<file path="src/tss_cmd_pkg.sv">
`default_nettype none

package tss_cmd_pkg;

        ////////////////////
        // command word widths

        localparam int CMD_W     = 64;
        localparam int ADDR_W    = 19;
        localparam int DATA_W    = 32;

        ////////////////////
        // field positions

        localparam int DATA_LSB  = 0;   // cmd[31:0]
        localparam int ADDR_LSB  = 32;  // cmd[50:32]
        localparam int TGT_LSB   = 51;  // cmd[57:51]
        localparam int TGT_W     = 7;

        // cmd[60:58] carry nothing the parser uses
        localparam int FIXED_BIT = 61;  // fixed-address flag

        localparam int OP_LSB    = 62;  // cmd[63:62]
        localparam int OP_W      = 2;

        ////////////////////
        // opcode

        // only two codes are defined, 2'b01 and 2'b11 are
        // accepted on the bus but raise no strobe
        typedef enum logic [OP_W-1:0] {
                OP_WRITE = 2'b00,
                OP_READ  = 2'b10
        } cmd_op_e;

endpackage

`default_nettype wire
</file>
<file path="src/tss_target_pkg.sv">
`default_nettype none

package tss_target_pkg;

        ////////////////////
        // port counts

        localparam int NUM_PORTS  = 9;  // data ports 0..7, control port 8
        localparam int NUM_QGC    = 8;  // gate control on data ports only
        localparam int PORT_IDX_W = 4;

        ////////////////////
        // target field codes

        // index is the port number, leftmost entry is port 8
        localparam logic [NUM_PORTS-1:0][tss_cmd_pkg::TGT_W-1:0] TGT_FFI = {
                7'd0,   // control port
                7'd64,
                7'd56,
                7'd48,
                7'd40,
                7'd32,
                7'd24,
                7'd16,
                7'd8
        };

        localparam logic [NUM_PORTS-1:0][tss_cmd_pkg::TGT_W-1:0] TGT_DEX = {
                7'd1,   // control port
                7'd65,
                7'd57,
                7'd49,
                7'd41,
                7'd33,
                7'd25,
                7'd17,
                7'd9
        };

        localparam logic [NUM_QGC-1:0][tss_cmd_pkg::TGT_W-1:0] TGT_QGC = {
                7'd67,
                7'd59,
                7'd51,
                7'd43,
                7'd35,
                7'd27,
                7'd19,
                7'd11
        };

        localparam logic [tss_cmd_pkg::TGT_W-1:0] TGT_FLT = 7'd120;  // flow lookup
        localparam logic [tss_cmd_pkg::TGT_W-1:0] TGT_PCB = 7'd121;  // read only
        localparam logic [tss_cmd_pkg::TGT_W-1:0] TGT_GRM = 7'd122;  // fixed bit optional

        ////////////////////
        // decode results

        typedef enum logic [2:0] {
                TC_NONE,
                TC_FFI,
                TC_DEX,
                TC_QGC,
                TC_GRM,
                TC_FLT,
                TC_PCB
        } tgt_class_e;

        typedef enum logic [1:0] {
                ACC_NONE,
                ACC_WR,
                ACC_RD
        } acc_e;

endpackage

`default_nettype wire

</file>
<file path="src/tss_command_parse.sv">
`timescale 1ns/1ps
`default_nettype none

module tss_command_parse (
        input  wire                                  i_clk,
        input  wire                                  i_rst_n,

        input  wire  [tss_cmd_pkg::CMD_W-1:0]        i_cmd,
        input  wire                                  i_cmd_wr,

        output logic [tss_cmd_pkg::ADDR_W-1:0]       o_addr,
        output logic [tss_cmd_pkg::DATA_W-1:0]       o_wdata,
        output logic                                 o_addr_fixed,

        // bit 8 is the control port
        output logic [tss_target_pkg::NUM_PORTS-1:0] o_wr_ffi,
        output logic [tss_target_pkg::NUM_PORTS-1:0] o_rd_ffi,
        output logic [tss_target_pkg::NUM_PORTS-1:0] o_wr_dex,
        output logic [tss_target_pkg::NUM_PORTS-1:0] o_rd_dex,

        output logic [tss_target_pkg::NUM_QGC-1:0]   o_wr_qgc,
        output logic [tss_target_pkg::NUM_QGC-1:0]   o_rd_qgc,

        output logic                                 o_wr_grm,
        output logic                                 o_rd_grm,
        output logic                                 o_wr_flt,
        output logic                                 o_rd_flt,
        output logic                                 o_wr_pcb,
        output logic                                 o_rd_pcb
);

        tss_target_pkg::tgt_class_e            dec_class;
        logic [tss_target_pkg::PORT_IDX_W-1:0] dec_port;
        tss_target_pkg::acc_e                  dec_acc;

        logic                                  wr_hit;
        logic                                  rd_hit;
        logic [tss_target_pkg::NUM_PORTS-1:0]  port_sel;

        logic                                  is_ffi;
        logic                                  is_dex;
        logic                                  is_qgc;
        logic                                  is_grm;
        logic                                  is_flt;
        logic                                  is_pcb;

        ////////////////////
        // decode

        tss_target_decode u_decode (
                .i_cmd   (i_cmd),
                .o_class (dec_class),
                .o_port  (dec_port),
                .o_acc   (dec_acc)
        );

        // only a strobed command may raise a strobe
        assign wr_hit = i_cmd_wr && (dec_acc == tss_target_pkg::ACC_WR);
        assign rd_hit = i_cmd_wr && (dec_acc == tss_target_pkg::ACC_RD);

        assign is_ffi = (dec_class == tss_target_pkg::TC_FFI);
        assign is_dex = (dec_class == tss_target_pkg::TC_DEX);
        assign is_qgc = (dec_class == tss_target_pkg::TC_QGC);
        assign is_grm = (dec_class == tss_target_pkg::TC_GRM);
        assign is_flt = (dec_class == tss_target_pkg::TC_FLT);
        assign is_pcb = (dec_class == tss_target_pkg::TC_PCB);

        always_comb begin : port_onehot
                for (int p = 0; p < tss_target_pkg::NUM_PORTS; p++) begin
                        port_sel[p] = (int'(dec_port) == p);
                end
        end

        ////////////////////
        // output registers

        always_ff @(posedge i_clk or negedge i_rst_n) begin
                if (!i_rst_n) begin
                        o_addr       <= '0;
                        o_wdata      <= '0;
                        o_addr_fixed <= 1'b0;
                end else if (i_cmd_wr) begin
                        o_addr       <= i_cmd[tss_cmd_pkg::ADDR_LSB +: tss_cmd_pkg::ADDR_W];
                        o_wdata      <= i_cmd[tss_cmd_pkg::DATA_LSB +: tss_cmd_pkg::DATA_W];
                        o_addr_fixed <= i_cmd[tss_cmd_pkg::FIXED_BIT];
                end else begin
                        o_addr       <= '0;  // flag keeps last mode
                        o_wdata      <= '0;
                end
        end

        // strobes follow the hit every cycle, so each is one cycle wide
        always_ff @(posedge i_clk or negedge i_rst_n) begin
                if (!i_rst_n) begin
                        o_wr_ffi <= '0;
                        o_rd_ffi <= '0;
                        o_wr_dex <= '0;
                        o_rd_dex <= '0;
                        o_wr_qgc <= '0;
                        o_rd_qgc <= '0;
                        o_wr_grm <= 1'b0;
                        o_rd_grm <= 1'b0;
                        o_wr_flt <= 1'b0;
                        o_rd_flt <= 1'b0;
                        o_wr_pcb <= 1'b0;
                        o_rd_pcb <= 1'b0;
                end else begin
                        o_wr_ffi <= {tss_target_pkg::NUM_PORTS{wr_hit && is_ffi}} & port_sel;
                        o_rd_ffi <= {tss_target_pkg::NUM_PORTS{rd_hit && is_ffi}} & port_sel;
                        o_wr_dex <= {tss_target_pkg::NUM_PORTS{wr_hit && is_dex}} & port_sel;
                        o_rd_dex <= {tss_target_pkg::NUM_PORTS{rd_hit && is_dex}} & port_sel;

                        // qgc ports are 0..7 only
                        o_wr_qgc <= {tss_target_pkg::NUM_QGC{wr_hit && is_qgc}} &
                                    port_sel[tss_target_pkg::NUM_QGC-1:0];
                        o_rd_qgc <= {tss_target_pkg::NUM_QGC{rd_hit && is_qgc}} &
                                    port_sel[tss_target_pkg::NUM_QGC-1:0];

                        o_wr_grm <= wr_hit && is_grm;
                        o_rd_grm <= rd_hit && is_grm;
                        o_wr_flt <= wr_hit && is_flt;
                        o_rd_flt <= rd_hit && is_flt;
                        o_wr_pcb <= wr_hit && is_pcb;  // decoder never gives pcb a write
                        o_rd_pcb <= rd_hit && is_pcb;
                end
        end

endmodule

`default_nettype wire

</file>
<file path="src/tss_target_decode.sv">
`timescale 1ns/1ps
`default_nettype none

module tss_target_decode (
        input  wire  [tss_cmd_pkg::CMD_W-1:0]         i_cmd,
        output tss_target_pkg::tgt_class_e            o_class,
        output logic [tss_target_pkg::PORT_IDX_W-1:0] o_port,
        output tss_target_pkg::acc_e                  o_acc
);

        logic [tss_cmd_pkg::TGT_W-1:0]         tgt;
        logic                                  fixed;
        logic [tss_cmd_pkg::OP_W-1:0]          op;

        tss_target_pkg::tgt_class_e            hit_class;
        logic [tss_target_pkg::PORT_IDX_W-1:0] hit_port;
        tss_target_pkg::acc_e                  op_acc;
        logic                                  fixed_ok;

        ////////////////////
        // field extract

        assign tgt   = i_cmd[tss_cmd_pkg::TGT_LSB +: tss_cmd_pkg::TGT_W];
        assign fixed = i_cmd[tss_cmd_pkg::FIXED_BIT];
        assign op    = i_cmd[tss_cmd_pkg::OP_LSB +: tss_cmd_pkg::OP_W];

        ////////////////////
        // target match

        always_comb begin : target_match
                hit_class = tss_target_pkg::TC_NONE;
                hit_port  = '0;

                // per-port blocks, codes never overlap
                for (int p = 0; p < tss_target_pkg::NUM_PORTS; p++) begin
                        if (tgt == tss_target_pkg::TGT_FFI[p]) begin
                                hit_class = tss_target_pkg::TC_FFI;
                                hit_port  = p[tss_target_pkg::PORT_IDX_W-1:0];
                        end
                        if (tgt == tss_target_pkg::TGT_DEX[p]) begin
                                hit_class = tss_target_pkg::TC_DEX;
                                hit_port  = p[tss_target_pkg::PORT_IDX_W-1:0];
                        end
                end

                for (int q = 0; q < tss_target_pkg::NUM_QGC; q++) begin
                        if (tgt == tss_target_pkg::TGT_QGC[q]) begin
                                hit_class = tss_target_pkg::TC_QGC;
                                hit_port  = q[tss_target_pkg::PORT_IDX_W-1:0];
                        end
                end

                // single-instance blocks
                if (tgt == tss_target_pkg::TGT_FLT) begin
                        hit_class = tss_target_pkg::TC_FLT;
                end else if (tgt == tss_target_pkg::TGT_PCB) begin
                        hit_class = tss_target_pkg::TC_PCB;
                end else if (tgt == tss_target_pkg::TGT_GRM) begin
                        hit_class = tss_target_pkg::TC_GRM;
                end
        end

        ////////////////////
        // opcode

        always_comb begin : opcode_decode
                case (op)
                        tss_cmd_pkg::OP_WRITE: op_acc = tss_target_pkg::ACC_WR;
                        tss_cmd_pkg::OP_READ:  op_acc = tss_target_pkg::ACC_RD;
                        default:               op_acc = tss_target_pkg::ACC_NONE;
                endcase
        end

        // grm takes either address mode, the rest need fixed
        assign fixed_ok = fixed || (hit_class == tss_target_pkg::TC_GRM);

        always_comb begin : result
                o_class = tss_target_pkg::TC_NONE;
                o_port  = '0;
                o_acc   = tss_target_pkg::ACC_NONE;

                if (fixed_ok && (hit_class != tss_target_pkg::TC_NONE)) begin
                        o_class = hit_class;
                        o_port  = hit_port;
                        o_acc   = op_acc;
                        if ((hit_class == tss_target_pkg::TC_PCB) &&
                            (op_acc == tss_target_pkg::ACC_WR)) begin
                                o_acc = tss_target_pkg::ACC_NONE;  // pcb is read only
                        end
                end
        end

endmodule

`default_nettype wire

</file>
<file path="config.mk">
export PLATFORM = sky130hd
export DESIGN_NAME = tss_command_parse
export DESIGN_NICKNAME = d
export VERILOG_FILES = /design/src/tss_cmd_pkg.sv /design/src/tss_target_pkg.sv /design/src/tss_command_parse.sv /design/src/tss_target_decode.sv
export SDC_FILE = /design/constraint.sdc
export NUM_CORES = 1
export LEC_CHECK = 0
export BUFFER_PORTS_ARGS = -buffer_cell sky130_fd_sc_hd__buf_2
export CELL_PAD_IN_SITES_DETAIL_PLACEMENT = 1
export CELL_PAD_IN_SITES_GLOBAL_PLACEMENT = 1
export CORE_MARGIN = 2
export CORE_UTILIZATION = 39
export DETAILED_ROUTE_END_ITERATION = 6
export PLACE_DENSITY = 0.88
export SYNTH_ARGS = -nofsm -noshare
export SYNTH_HDL_FRONTEND = slang
export SYNTH_HIERARCHICAL = 1
export SYNTH_SLANG_ARGS = --single-unit
</file>
<file path="constraint.sdc">
create_clock -name i_clk -period 2 [get_ports i_clk]
set_clock_uncertainty 0.2 [all_clocks]
set_input_delay 0.3 -clock i_clk [delete_from_list [all_inputs] [get_ports i_clk]]
set_output_delay 0.3 -clock i_clk [all_outputs]
set_load 0.005 [all_outputs]
</file>
==> results.cfg <==
[floorplanning]
die_w_um = 108
die_y_um = 108
initial_core_util = 0.403
placeableCoreArea_um2 = 10400
die-area_um2 = 11600
boundaryPins = 177
num_rows = 37

[pwr]
p_int_mw = 3.06
p_per_area_nw_per_um2 = 626
p_total_mw = 4.28
seqPwrFrac = 0.538
combPwrFrac = 0.150
power.share.switching = 0.284
clkPwrFrac = 0.311
ir_drop_mv = 0.340
power_switching_mw = 1.22
p_leak_nw = 3.57

[logic_synthesis]
synth-seq-area-share = 0.659
syn_inst = 326
ys_ff_latch = 110
async_flop_share = 1.00
synth_warnings = 6
syn_area_um2 = 4180
syn_nets = 393
yosysMostFrequentCell = dfrtp_1
synth-main-ff-cell = dfrtp_1
synthTopCellsByCount = dfrtp_1, and2_1, nor3_1
synth.avg_cell_area_um2 = 12.8
yosysTopAreaCell = dfrtp_1
yosysUniqueCellTypes = 45
synth_edf_count = 0
ys_top_cells_by_area = dfrtp_1, and2_1, nor3_1
synth.top_cell.area_share = 0.659

[final_layout]
multi_input_area_um2 = 1690
drive_gt1_frac = 0.551
seqCellArea_um2 = 2750
diodes = 0
nFillCells = 1069
nets = 669
area_growth_pct = 63.7
stdcell_count = 742

[critical_path]
r2r_cells = 1
path_max_fanout = 9
worstPathRequired_ps = 2110
startpoint_type = input port
arrival_ps = 2560
rr_startpoint = o_addr_fixed$_DFFE_PN0P_
cp-end-kind = register
reg2reg_slack_ps = 1030
reg2reg_to = o_addr_fixed$_DFFE_PN0P_
crit_type = in2reg

[worst_hold_path]
hold_depth = 2
hold_path.class = in2reg
holdPathEnd = o_addr[7]$_DFF_PN0_
worstHoldStart = i_cmd[39]

[placement]
pre_cts_slack_ps = -690
io_buffer_count = 173
dp_cells = 668
dpl.hpwl_um = 9970
place.gp.congestion = 0.794

[sta]
post-route-min-period_ps = 2450
slew_violations = 0
fmaxAchievable_mhz = 408
rsz0062_at_grt = true
setup_viol = 58
setup_ws_ps = -450
period_share = 1.23
worst_pin_slew_ps = 433
relSlewSlack = 0.711
whs_ps = 36.4
hold_viol = 0

[grt]
grt_pass1_vias = 4376
grt_pass1_wl_um = 27000
grt_max_degree = 52
grt-ovfl-total = 0
groute.usage.overall = 0.322
antenna_found_initial = 0

[routing]
routed_wl_um = 21800
vias_per_cell = 5.65
drt_iter0_markers = 423
first_pass_iters = 4
dr_total_vias = 4192
avgRoutedWirePerCell_um = 29.3
drc = 0
final_antenna_net_count = 0

[status]
status = complete, but fails checks
failed_checks = negative setup slack

[clock_network]
cts_htree_levels = 3
cts_tree = yes
root_buffer = clkbuf_8
clockBufferDepth = 2
clock_sinks = 110
path_clk_slew_ps = 120
cts_buffers = 9
insertion_delay_ps = 390

[flow_run]
cap_violations = 0
## registers in the layout, summed over array words and instances (netlist names)
signal        cells
o_addr           19
o_addr_fixed      1
o_rd_dex          9
o_rd_ffi          9
o_rd_flt          1
o_rd_grm          1
o_rd_pcb          1
o_rd_qgc          8
o_wdata          32
o_wr_dex          9
o_wr_ffi          9
o_wr_flt          1
o_wr_grm          1
o_wr_pcb          1
o_wr_qgc          8
## cell type report
class | count | area share
Timing Repair Buffer | 293 | 0.300
Multi-Input combinational cell | 185 | 0.247
Sequential cell | 110 | 0.403
Tap cell | 136 | 0.0249
Clock buffer | 11 | 0.0207
Inverter | 3 | 0.00165
Clock inverter | 4 | 0.00348
## cells in the final DEF (no fill, tap or decap), types with 2 or more instances in the layout
cell type / count
nor3_2: 37
nand2b_1: 5
nor2b_1: 3
dfrtp_1: 110
buf_2: 166
nor3_4: 17
nand2_1: 7
inv_1: 3
nor2_1: 12
buf_12: 6
nor4b_4: 2
clkbuf_8: 10
nand4bb_1: 3
buf_6: 10
or4b_1: 3
clkinv_2: 3
and2_1: 51
buf_4: 58
nor3_1: 6
dlygate4sd3_1: 51
xor2_1: 2
nand4b_1: 4
## layer usage
metal / up-vias / wire length (um) / track usage
met3: 101 / 1820 / 0.0799
li1: 1655 / - / -
met1: 2107 / 7480 / 0.348
met4: 0 / 1510 / 0.148
met5: - / 0 / 0
met2: 329 / 11000 / 0.589
## timing repair
item,in CTS,in global routing
setup endpoints to repair,58,58
cloned,1,0
buffers inserted,5,2
hold endpoints to repair,160,0
resized for setup,37,30
hold buffers,51,0
pin swaps,7,9
## critical path, cell delays in order
cell       delay, ps
buf_6            120
nand2b_1         160
a31oi_1          260
nor4_2            60
buf_4            160
o311ai_4         380
a221oi_2         150
buf_4            180
nand4bb_4        300
buf_12           240
nor3_4           240
## worst max-delay path by stage
stage	slack, ps	end	cells past startpoint	start
2_1_floorplan	-350	o_wr_ffi[0]$_DFF_PN0_	10	i_cmd[51]
3_3_place_gp	-520	o_rd_ffi[0]$_DFF_PN0_	10	i_cmd[54]
3_5_place_dp	-690	o_rd_ffi[0]$_DFF_PN0_	10	i_cmd[54]
4_1_cts	-140	o_rd_ffi[0]$_DFF_PN0_	10	i_cmd[52]
5_1_grt	-490	o_rd_dex[5]$_DFF_PN0_	11	i_cmd[56]
6_report	-450	o_rd_dex[5]$_DFF_PN0_	11	i_cmd[56]
## metrics by stage
stage	instance area, um2	setup TNS (ps)	utilization
final	6840	-19900	0.659
after global routing	6840	-22200	0.659
after CTS	6670	-4770	0.643
after detailed placement	5760	-33340	0.555
after global placement	5760	-26140	0.555
after floorplan	4440	-15810	-
## power by group through the flow
stage	Combinational [mW]	Clock, mW	Sequential, mW
after global routing	0.676	1.39	2.31
after floorplan	0.171	0	2.34
final	0.642	1.33	2.30
after CTS	0.557	1.21	2.29
after detailed placement	0.441	0	2.34
after global placement	0.416	0	2.33
## kinds of logic after synthesis
family / Yosys count / synth area share
xor+xnor: 2 / 0.00419
buf+inv: 31 / 0.0395
mux: 1 / 0.00270
flops: 110 / 0.659
compound gates: 18 / 0.0368
simple gates: 164 / 0.258
Note: power is estimated with default switching activity, not from simulation.
